File: config.mk
export PLATFORM = sky130hd
export DESIGN_NAME = spuNoiseTop
export DESIGN_NICKNAME = d
export VERILOG_FILES = /design/src/logic/spuAudioPkg.sv /design/src/logic/spuBusPkg.sv /design/src/logic/spuRegisterBank.sv /design/src/logic/sampleTickGen.sv /design/src/logic/noiseUnit.sv /design/src/logic/noiseVolumeStage.sv /design/src/logic/spuNoiseTop.sv
export SDC_FILE = /design/constraint.sdc
export NUM_CORES = 2
export LEC_CHECK = 0
export ABC_AREA = 1
export ABC_CLOCK_PERIOD_IN_PS = 5520
export BUFFER_PORTS_ARGS = -buffer_cell sky130_fd_sc_hd__buf_2
export CAP_MARGIN = 20
export CORE_ASPECT_RATIO = 1.4
export CORE_MARGIN = 2
export CORE_UTILIZATION = 60
export DETAILED_ROUTE_END_ITERATION = 10
export PLACE_DENSITY = 0.8
export RECOVER_POWER = 25
export SYNTH_ARGS = -nofsm -noshare
export SYNTH_HDL_FRONTEND = slang
export SYNTH_HIERARCHICAL = 1
export SYNTH_SLANG_ARGS = --single-unit
File: constraint.sdc
create_clock -name clk -period 5.52 [get_ports clk]
set_clock_uncertainty 0.15 [all_clocks]
set_input_delay 0.828 -clock clk [delete_from_list [all_inputs] [get_ports clk]]
set_output_delay 0.828 -clock clk [all_outputs]
set_load 0.005 [all_outputs]
File: src/logic/spuAudioPkg.sv
package spuAudioPkg;

	// width of one audio word.
	localparam int SAMPLE_W = 16;

	// volume 0x7fff is unity, so products come back down by 15 bits.
	localparam int VOL_SHIFT = 15;

	localparam int NOISE_CFG_W = 4;	// shift and step fields.

	// signed pcm sample.
	typedef logic signed [SAMPLE_W-1:0] audioSample_t;

	// signed channel volume.
	typedef logic signed [SAMPLE_W-1:0] volume_t;

	// selects the one-hot offset the noise timer adds on overflow.
	typedef logic [NOISE_CFG_W-1:0] noiseShift_t;

	// signed timer increment, sign extended inside the noise unit.
	typedef logic [NOISE_CFG_W-1:0] noiseStep_t;

	// one stereo output frame.
	// left sits in the upper word.
	typedef struct packed {
		audioSample_t left;
		audioSample_t right;
	} stereoFrame_t;

endpackage

File: src/logic/spuBusPkg.sv
package spuBusPkg;

	localparam int REG_DATA_W = 16;	// register write data.

	typedef logic [REG_DATA_W-1:0] regData_t;

	// register map of the noise voice.
	typedef enum logic [1:0] {
		REG_CTRL = 2'd0,
		REG_VOL_L = 2'd1,
		REG_VOL_R = 2'd2
	} regAddr_t;

	// one write beat from software.
	typedef struct packed {
		logic valid;
		regAddr_t addr;
		regData_t data;
	} regWrite_t;

	// layout of a REG_CTRL write, taken from data bits 8:0.
	typedef struct packed {
		logic enable;	// bit 8.
		spuAudioPkg::noiseShift_t shift;	// bits 7:4.
		spuAudioPkg::noiseStep_t step;	// bits 3:0.
	} noiseCtrl_t;

endpackage

File: src/logic/spuRegisterBank.sv
`timescale 1ns/10ps

module spuRegisterBank (
	input logic clk,
	input logic i_nrst,
	input spuBusPkg::regWrite_t i_regWr,
	output spuBusPkg::noiseCtrl_t o_ctrl,
	output spuAudioPkg::volume_t o_volLeft,
	output spuAudioPkg::volume_t o_volRight
);

	localparam int CTRL_W = $bits(spuBusPkg::noiseCtrl_t);

	spuBusPkg::noiseCtrl_t ctrlReg;
	spuAudioPkg::volume_t volLeftReg;
	spuAudioPkg::volume_t volRightReg;

	// write decode.
	// upper control data bits are don't care.
	always_ff @(posedge clk) begin
		if (!i_nrst) begin
			ctrlReg <= '0;	// voice off, shift and step zero.
			volLeftReg <= '0;
			volRightReg <= '0;
		end else if (i_regWr.valid) begin
			case (i_regWr.addr)
				spuBusPkg::REG_CTRL: begin
					ctrlReg <= spuBusPkg::noiseCtrl_t'(i_regWr.data[CTRL_W-1:0]);
				end
				spuBusPkg::REG_VOL_L: begin
					volLeftReg <= i_regWr.data;
				end
				spuBusPkg::REG_VOL_R: begin
					volRightReg <= i_regWr.data;
				end
				default: begin
					volLeftReg <= volLeftReg;	// undefined address, nothing changes.
				end
			endcase
		end
	end

	// the datapath picks these up on its next sample tick.
	assign o_ctrl = ctrlReg;
	assign o_volLeft = volLeftReg;
	assign o_volRight = volRightReg;

	// software only ever targets the three defined registers.
	assert property (@(posedge clk) disable iff (!i_nrst)
		i_regWr.valid |-> i_regWr.addr inside
			{spuBusPkg::REG_CTRL, spuBusPkg::REG_VOL_L, spuBusPkg::REG_VOL_R})
		else $error("spuRegisterBank: write to undefined address %0h", i_regWr.addr);

endmodule

File: src/logic/sampleTickGen.sv
`timescale 1ns/10ps

module sampleTickGen #(
	parameter int CLKS_PER_SAMPLE = 768
) (
	input logic clk,
	input logic i_nrst,
	output logic o_tick
);

	localparam int CNT_W = (CLKS_PER_SAMPLE > 1) ? $clog2(CLKS_PER_SAMPLE) : 1;
	localparam logic [CNT_W-1:0] RELOAD = CNT_W'(CLKS_PER_SAMPLE - 1);

	logic [CNT_W-1:0] count;
	logic expired;

	assign expired = (count == '0);

	// down-counter, tick registered one cycle after expiry.
	always_ff @(posedge clk) begin
		if (!i_nrst) begin
			count <= RELOAD;
			o_tick <= 1'b0;
		end else begin
			count <= expired ? RELOAD : count - 1'b1;
			o_tick <= expired;
		end
	end

	// ticks stay isolated single pulses.
	if (CLKS_PER_SAMPLE > 1) begin : gTickSpacing
		assert property (@(posedge clk) disable iff (!i_nrst)
			o_tick |=> !o_tick)
			else $error("sampleTickGen: adjacent ticks");
	end

endmodule

File: src/logic/noiseUnit.sv
`timescale 1ns/10ps

module noiseUnit (
	input logic clk,
	input logic i_nrst,
	input logic i_tick,
	input spuAudioPkg::noiseShift_t i_noiseShift,
	input spuAudioPkg::noiseStep_t i_noiseStep,
	output spuAudioPkg::audioSample_t o_noiseOut
);

	localparam int TIMER_W = 19;
	localparam int LEVEL_W = $bits(spuAudioPkg::audioSample_t);
	localparam int STEP_W = $bits(spuAudioPkg::noiseStep_t);

	logic [TIMER_W-1:0] noiseTimer;
	logic [LEVEL_W-1:0] noiseLevel;

	logic parityBit;
	logic [LEVEL_W-1:0] nextLevel;
	logic [TIMER_W-1:0] stepExt;
	logic [TIMER_W-1:0] steppedTimer;
	logic [LEVEL_W-1:0] shiftAdd;
	logic [TIMER_W-1:0] onceTimer;
	logic [TIMER_W-1:0] twiceTimer;
	logic [TIMER_W-1:0] nextTimer;

	// inverted parity of taps 15, 12, 11 and 10.
	assign parityBit = ~(noiseLevel[15] ^ noiseLevel[12] ^ noiseLevel[11] ^ noiseLevel[10]);
	assign nextLevel = {noiseLevel[LEVEL_W-2:0], parityBit};	// parity enters at bit 0.

	assign stepExt = {{(TIMER_W-STEP_W){i_noiseStep[STEP_W-1]}}, i_noiseStep};
	assign steppedTimer = noiseTimer + stepExt;

	// one-hot offset, shift 0 picks bit 15 and shift 15 picks bit 0.
	assign shiftAdd = {1'b1, {(LEVEL_W-1){1'b0}}} >> i_noiseShift;

	assign onceTimer = steppedTimer + {1'b0, shiftAdd, 2'b00};
	assign twiceTimer = steppedTimer + {shiftAdd, 3'b000};	// double offset.

	// overflow correction, a second offset when one is not enough.
	always_comb begin
		nextTimer = steppedTimer;
		if (steppedTimer[TIMER_W-1]) begin
			nextTimer = onceTimer[TIMER_W-1] ? twiceTimer : onceTimer;
		end
	end

	always_ff @(posedge clk) begin
		if (!i_nrst) begin
			noiseTimer <= '0;
			noiseLevel <= '0;
		end else if (i_tick) begin
			noiseTimer <= nextTimer;
			noiseLevel <= nextLevel;
		end
	end

	// sample for this tick, loaded into the register at the same edge.
	assign o_noiseOut = nextLevel;

	// all ones feeds back a one forever.
	assert property (@(posedge clk) disable iff (!i_nrst)
		noiseLevel != {LEVEL_W{1'b1}})
		else $error("noiseUnit: shift register locked at %h", noiseLevel);

endmodule

File: src/logic/noiseVolumeStage.sv
`timescale 1ns/10ps

module noiseVolumeStage #(
	parameter int MAX_CREDITS = 4
) (
	input logic clk,
	input logic i_nrst,
	input logic i_tick,
	input logic i_enable,
	input spuAudioPkg::audioSample_t i_noise,
	input spuAudioPkg::volume_t i_volLeft,
	input spuAudioPkg::volume_t i_volRight,
	input logic i_creditReturn,
	output spuAudioPkg::stereoFrame_t o_frame,
	output logic o_frameValid,
	output logic o_overrun
);

	localparam int SAMPLE_W = $bits(spuAudioPkg::audioSample_t);
	localparam int PROD_W = 2 * SAMPLE_W;
	localparam int CREDIT_W = $clog2(MAX_CREDITS + 1);

	logic signed [PROD_W-1:0] prodLeft;
	logic signed [PROD_W-1:0] prodRight;
	spuAudioPkg::stereoFrame_t nextFrame;
	spuAudioPkg::stereoFrame_t frameReg;

	logic pending;
	logic overrun;
	logic frameValid;
	logic [CREDIT_W-1:0] credits;

	// signed scale, q15 volume.
	assign prodLeft = i_noise * i_volLeft;
	assign prodRight = i_noise * i_volRight;

	// taking bits 30:15 is the floor shift by 15.
	assign nextFrame.left = i_enable ? prodLeft[spuAudioPkg::VOL_SHIFT +: SAMPLE_W] : '0;
	assign nextFrame.right = i_enable ? prodRight[spuAudioPkg::VOL_SHIFT +: SAMPLE_W] : '0;

	// a newer frame overwrites a stalled one.
	always_ff @(posedge clk) begin
		if (i_tick) begin
			frameReg <= nextFrame;
		end
	end

	assign frameValid = pending && (credits != '0);

	always_ff @(posedge clk) begin
		if (!i_nrst) begin
			pending <= 1'b0;
			overrun <= 1'b0;
			credits <= CREDIT_W'(MAX_CREDITS);
		end else begin
			if (i_tick) begin
				pending <= 1'b1;
			end else if (frameValid) begin
				pending <= 1'b0;
			end
			// sticky until reset.
			if (i_tick && pending && !frameValid) begin
				overrun <= 1'b1;
			end
			credits <= credits + CREDIT_W'(i_creditReturn) - CREDIT_W'(frameValid);
		end
	end

	assign o_frame = frameReg;
	assign o_frameValid = frameValid;
	assign o_overrun = overrun;

	// the sink never returns more than it was given.
	assert property (@(posedge clk) disable iff (!i_nrst)
		credits <= MAX_CREDITS)
		else $error("noiseVolumeStage: credits %0h above limit", credits);

	// an empty credit counter stays empty until a return.
	assert property (@(posedge clk) disable iff (!i_nrst)
		(credits == '0 && !i_creditReturn) |=> !o_frameValid)
		else $error("noiseVolumeStage: frame sent without credit");

endmodule

File: src/logic/spuNoiseTop.sv
`timescale 1ns/10ps

module spuNoiseTop #(
	parameter int CLKS_PER_SAMPLE = 768,
	parameter int MAX_CREDITS = 4
) (
	input logic clk,
	input logic i_nrst,
	input spuBusPkg::regWrite_t i_regWr,
	input logic i_creditReturn,
	output spuAudioPkg::stereoFrame_t o_frame,
	output logic o_frameValid,
	output logic o_overrun
);

	logic tick;
	spuAudioPkg::audioSample_t noise;
	spuBusPkg::noiseCtrl_t ctrl;
	spuAudioPkg::volume_t volLeft;
	spuAudioPkg::volume_t volRight;

	spuRegisterBank i_regBank (
		.clk(clk),
		.i_nrst(i_nrst),
		.i_regWr(i_regWr),
		.o_ctrl(ctrl),
		.o_volLeft(volLeft),
		.o_volRight(volRight)
	);

	// 44.1 kHz sample strobe.
	sampleTickGen #(
		.CLKS_PER_SAMPLE(CLKS_PER_SAMPLE)
	) i_tickGen (
		.clk(clk),
		.i_nrst(i_nrst),
		.o_tick(tick)
	);

	noiseUnit i_noise (
		.clk(clk),
		.i_nrst(i_nrst),
		.i_tick(tick),
		.i_noiseShift(ctrl.shift),
		.i_noiseStep(ctrl.step),
		.o_noiseOut(noise)
	);

	noiseVolumeStage #(
		.MAX_CREDITS(MAX_CREDITS)
	) i_volume (
		.clk(clk),
		.i_nrst(i_nrst),
		.i_tick(tick),
		.i_enable(ctrl.enable),
		.i_noise(noise),
		.i_volLeft(volLeft),
		.i_volRight(volRight),
		.i_creditReturn(i_creditReturn),
		.o_frame(o_frame),
		.o_frameValid(o_frameValid),
		.o_overrun(o_overrun)
	);

endmodule

# After elaboration in Yosys (flattened, before gate mapping)
# Index checks and enable logic that the tools add are counted.
# totals
elab_cells	37
mem_count	0
inputBits	22
out_inout_bits	34
rom_bits	0
regBits	97
latchBits	0
ram_bits	0
# classes
n_shift	0
bitwise	5
div	0
magnitude_cmp	0
n_eq_ne	2
mul	2
mux	2
n_reduce_logical	12
n_addsub	3
# op_table
cell	count
16-bit by 16-bit multiplier with 31-bit output	2
10-bit logical NOT	1
10-bit by 1-bit subtractor with 10-bit output, second input constant	1
2-bit AND reduction	3
3-bit by 1-bit adder with 3-bit output	1
1-bit logical AND	3
3-bit nonzero test	1
3-bit by 1-bit subtractor with 3-bit output	1
1-bit bitwise XOR	3
2-bit by 1-bit equality test with 1-bit output, second input constant	1
2-bit equality test, second input constant	1
2-bit logical NOT	1
1-bit 2-to-1 mux	2
1-bit inverter	2
2-bit nonzero test	1
2-bit OR reduction	1
1-bit logical NOT	1

# Depth between registers and ports, before layout
# depth
depth_word	5
ltp_mapped	35
ltp_nobuf	32

# Cells and area by module
# Netlist, hierarchy kept.
# by_module_without_submodules
module	instances	area_per_inst_um2	cells_per_inst	seq_area_each_um2
noiseVolumeStage	1	21810.9	2859	1061.0
spuRegisterBank	1	1710.4	265	820.8
noiseUnit	1	753.2	97	320.3
sampleTickGen	1	510.5	68	220.2

# Worst setup path after synthesis
# Ideal clock, no wire load.
# synth_timing
path_type	reg2reg
from	reg i_noise.noiseLevel[14]
to	reg i_volume.frameReg (netlist bit i_volume/o_frame[14]) (data pin)
t_arrival_ns	5.621
path_stages_with_launch	24
period_less_slack_ns	6.025
n_path_buf	3
path_slack_ns	-0.505
setup_ns	0.255
required_ns	5.115
cell_sequence	dfxtp_1 -> buf_4 -> buf_4 -> clkbuf_1 -> nand2_1 -> inv_1 -> fa_1 -> inv_1 -> fa_1 -> inv_1 -> fa_1 -> fa_1 -> fa_1 -> inv_1 -> fa_1 -> inv_1 -> ha_1 -> nand2_1 -> nor2_1 -> inv_1 -> nor4_1 -> nand3_1 -> a21oi_1 -> nor2_1
# synth_between
elab_chain_len	1
# synth_lines
element	line	text
start: declaration	noiseUnit.sv:17	logic [LEVEL_W-1:0] noiseLevel;
start signal: assignment	noiseUnit.sv:55	noiseLevel <= nextLevel;
16-bit by 16-bit multiplier with 31-bit output	noiseVolumeStage.sv:35	assign prodRight = i_noise * i_volRight;
end signal: assignment	noiseVolumeStage.sv:44	frameReg <= nextFrame;
end: declaration	noiseVolumeStage.sv:26	spuAudioPkg::stereoFrame_t frameReg;
# No other way between the ends.
# A chain may end at the register's enable or synchronous reset.

# Final worst setup path
# layout_timing
from	reg i_noise.noiseLevel[10]
to	reg i_volume.frameReg (netlist bit i_volume/o_frame[9]) (data pin)
# layout_between
elab_chain_len	3
# layout_lines
element	line	text
1-bit bitwise XOR	noiseUnit.sv:29	assign parityBit = ~(noiseLevel[15] ^ noiseLevel[12] ^ noiseLevel[11] ^ noiseLevel[10]);
1-bit inverter	noiseUnit.sv:29	
16-bit by 16-bit multiplier with 31-bit output (*)	noiseVolumeStage.sv:35	
# Mark *: on every way between the ends. The rest lies on a longest branch, timed or not.

==> Flow_metrics.wiki <==
{| class="wikitable"
! Metric !! Value
|-
| HPWL after DPL || 55.4 mm
|-
| CP Launch Type || register
|-
| Non-Filler Cell Area, Final || 30800 sq um
|-
| Power density over cell area || 64.9 nW/um^2
|-
| Maximum number of pins on one net before global-route repair || 56
|-
| Arrival time of the worst setup path || 6.02 ns
|-
| Slew Limit Headroom || -1.13
|-
| Fraction of layout instances using a drive strength above 1 || 0.265
|-
| WL per Instance || 18.7 microns
|-
| DP Area || 27500 sq um
|-
| Clock Tree Root || clkbuf_16
|-
| CTS tree || yes
|-
| Worst IR drop on VDD || 0.121 mV
|-
| Clk slew on worst S/H paths || 0.10 ns
|-
| DR iter-0 viols || 1701
|-
| Chip width || 175 microns
|-
| Via count of the first global-routing pass || 24400
|-
| Combined area of all synthesized cells || 24500 sq um
|-
| Post-Syn Instances || 3241
|-
| Setup repair after global routing missed its margin || yes
|-
| Cells on Worst Hold Path || 1
|-
| Min cycle time layout || 6.01 ns
|-
| Max Buffers Root-to-Sink || 2
|-
| Setup violation total in the final timing report || 32
|-
| DRC violations left || 0
|-
| Total wirelength of the detailed-routed design || 76.5 mm
|-
| Crit-path slowest cell || fa_2
|-
| Crit path max-delay family || adder cells
|-
| Critical path type || register to register
|-
| Worst stage delay on the critical path || 0.55 ns
|-
| Worst setup slack after layout || -0.489 ns
|-
| Net switching share of the total power || 0.356
|-
| Number of buffers inserted during clock tree synthesis || 9
|-
| Maximum operating frequency || 166 MHz
|-
| CP Max Fanout || 16
|-
| Cell leakage power || 17.6 nW
|-
| Clk_lat worst skew || 0.39 ns
|-
| Required arrival time at the worst endpoint || 5.54 ns
|-
| Via Count || 22200
|-
| Worst slack on hold paths || 0.294 ns
|-
| Maximum capacitance violations || 1
|-
| Actual transition at the worst max-transition pin || 3.19 ns
|-
| Proportion of power drawn by combinational gates || 0.251
|-
| Count of nets after finishing || 4237
|-
| P_int || 0.00129 W
|-
| Total routing resource utilization after global routing || 0.348
|-
| Failing checks || max-capacitance violations, max-slew violations, negative setup slack
|-
| Die outline area || 42400 sq um
|-
| Cell-by-cell trace of the critical path || buf_4 > nand2_1 > inv_1 > fa_1 > inv_1 > fa_1 > fa_2 > inv_1 > fa_2 > fa_1 > inv_1 > fa_1 > inv_1 > ha_4 > nand2_2 > nor2_4 > buf_4 > nand2_1 > nor3_2 > nand2_2 > nand3_4 > nand2_1 > nand2_1 > nor2_1
|-
| Type of the worst min-delay path || register to register
|-
| Global-route wire length before repair || 116 mm
|-
| Per-instance average area after synthesis || 7.55 sq um
|-
| Register share of total power || 0.389
|-
| Overall overflow remaining after global route || 0
|-
| Number of levels in the clock H-tree || 3
|-
| Reg2Reg Launch Point || i_noise/noiseLevel[10]
|-
| Quantity of hold-fixing buffers added after cts || 0
|-
| Final max-slew violation count || 52
|-
| Switching power of the nets || 0.000712 W
|-
| Post-synthesis to final-layout area growth || 25.8%
|-
| Antenna Diode Count || 0
|-
| Number of hold-slack violations in the final timing report || 0
|-
| Antenna violations before repair || 1
|-
| Fraction of power consumed by the clock network || 0.361
|-
| Average via count per standard cell || 5.44
|-
| Post-DRT Antenna Nets || 0
|-
| Count of buffers from port buffering || 55
|-
| Terminus of the critical flop-to-flop path || i_volume/o_frame[9]
|-
| Effective utilization at floorplan || 0.607
|-
| Destination of the worst hold path || i_tickGen/count[0]
|-
| Number of top-level pins || 56
|-
| Synthesis warning total || 6
|-
| Launch instance of the worst min-delay path || i_tickGen/count[0]
|-
| CP most frequent cell || inv_1
|-
| Row count || 87
|-
| 1st-pass router iterations || 6
|-
| Clock sink count || 97
|-
| Floorplan Core Area || 40300 sq um
|-
| Count of buffering cells on the critical path with inverters included || 7
|-
| Result of the run || finished, violations left
|-
| Number of nets produced by synthesis || 3931
|-
| Path depth of the worst reg2reg path || 24
|-
| Routability congestion estimate from global placement || 0.975
|-
| Type of element capturing the critical path || register
|-
| Setup slack, reg-to-reg || -0.49 ns
|-
| Period utilization || 1.09
|-
| Chip Height || 243 microns
|}
## power groups by stage
| stage | registers [W] | logic, W | clock network [W] |
|---|---|---|---|
| detailed placement | 0.000792 | 0.000400 | 0 |
| CTS | 0.000774 | 0.000446 | 0.000718 |
| finish | 0.000776 | 0.000501 | 0.000720 |
| global placement | 0.000791 | 0.000389 | 0 |
| floorplan | 0.000775 | 0.000245 | 0 |
| global route | 0.000777 | 0.000541 | 0.000747 |
## sequential cells by signal (all words and copies together), names as in the netlist
name	cells
i_volume/o_frame	32
i_noise/noiseLevel	16
i_regBank/o_volLeft	16
i_regBank/o_volRight	16
i_tickGen/count	10
i_volume/credits	3
i_regBank/o_ctrl	1
i_tickGen/o_tick	1
i_volume/o_overrun	1
i_volume/pending	1
## layout make-up
cell class	count	area, sq um
clock inverter	7	88.8
clock buffer	9	225
fill	2517	9510
inverter	948	3590
timing repair buffer	440	3840
tap	534	668
multi-input combinational	2051	20000
sequential	97	2320
## worst max-delay path by stage
stage	start	slack, ns	depth (start not counted)	endpoint
2_1_floorplan	i_noise/noiseLevel[14]	-0.08	25	i_volume/o_frame[15]
3_3_place_gp	i_regBank/o_volRight[4]	-0.53	19	i_volume/o_frame[9]
3_5_place_dp	i_regBank/o_volRight[4]	-0.61	20	i_volume/o_frame[11]
4_1_cts	i_noise/noiseLevel[14]	-0.29	22	i_volume/o_frame[11]
5_1_grt	i_noise/noiseLevel[10]	-0.67	24	i_volume/o_frame[9]
6_report	i_noise/noiseLevel[10]	-0.49	24	i_volume/o_frame[9]
## what timing repair did
action                     CTS  global route
resized for setup          323           304
buffers inserted            54            31
setup endpoints to repair   32            32
gates cloned                 4             1
pin swaps                  162           185
## worst reg2reg max path, delay by kind of cell, from the launching register on
family	cells	cell delay [ns]
simple gates	10	1.22
flops	1	0.39
fa+ha+maj	7	3.21
buf+inv	7	0.81
## stage by stage
step / power (W) / worst slack, ns / std cells / utilization / setup TNS (ns)
2_1_floorplan: 0.00102 / -0.0789 / 3241 / - / -0.227
3_3_place_gp: 0.00118 / -0.529 / 3985 / 0.682 / -8.08
3_5_place_dp: 0.00119 / -0.612 / 3986 / 0.683 / -11.18
4_1_cts: 0.00194 / -0.293 / 4060 / 0.732 / -3.41
5_1_grt: 0.00206 / -0.669 / 4086 / 0.764 / -12.78
6_report: 0.00200 / -0.489 / 4086 / 0.764 / -8.36
## per-layer routing
metal,track usage,up-vias,part of all wire
met2,0.639,1161,0.52
met1,0.345,10700,0.31
met3,0.0490,540,0.066
met4,0.287,2,0.10
li1,-,9768,-
met5,0,-,0.00018
## cells in the final DEF, fill, tap and decap left out, types with 8 or more instances in the layout
cell type and n:
dfxtp_2 20, nand3_1 45, buf_12 29, fa_1 475, nand2_4 40, fa_2 36, ha_1 108, buf_6 40
inv_4 10, nand4_1 8, nor2_4 29, nor2_1 197, nand2_1 729, dfxtp_4 9, a21oi_2 39, inv_1 867
a21oi_1 36, clkbuf_16 10, ha_4 44, nand3_2 20, buf_4 302, edfxtp_1 32, nand2_2 72, o21ai_0 26
inv_2 69, o21ai_1 10, a21o_1 8, dfxtp_1 36, xnor2_1 8, nor2_2 34, buf_2 55, o21ai_2 9
(Power assumes the default switching activity.)
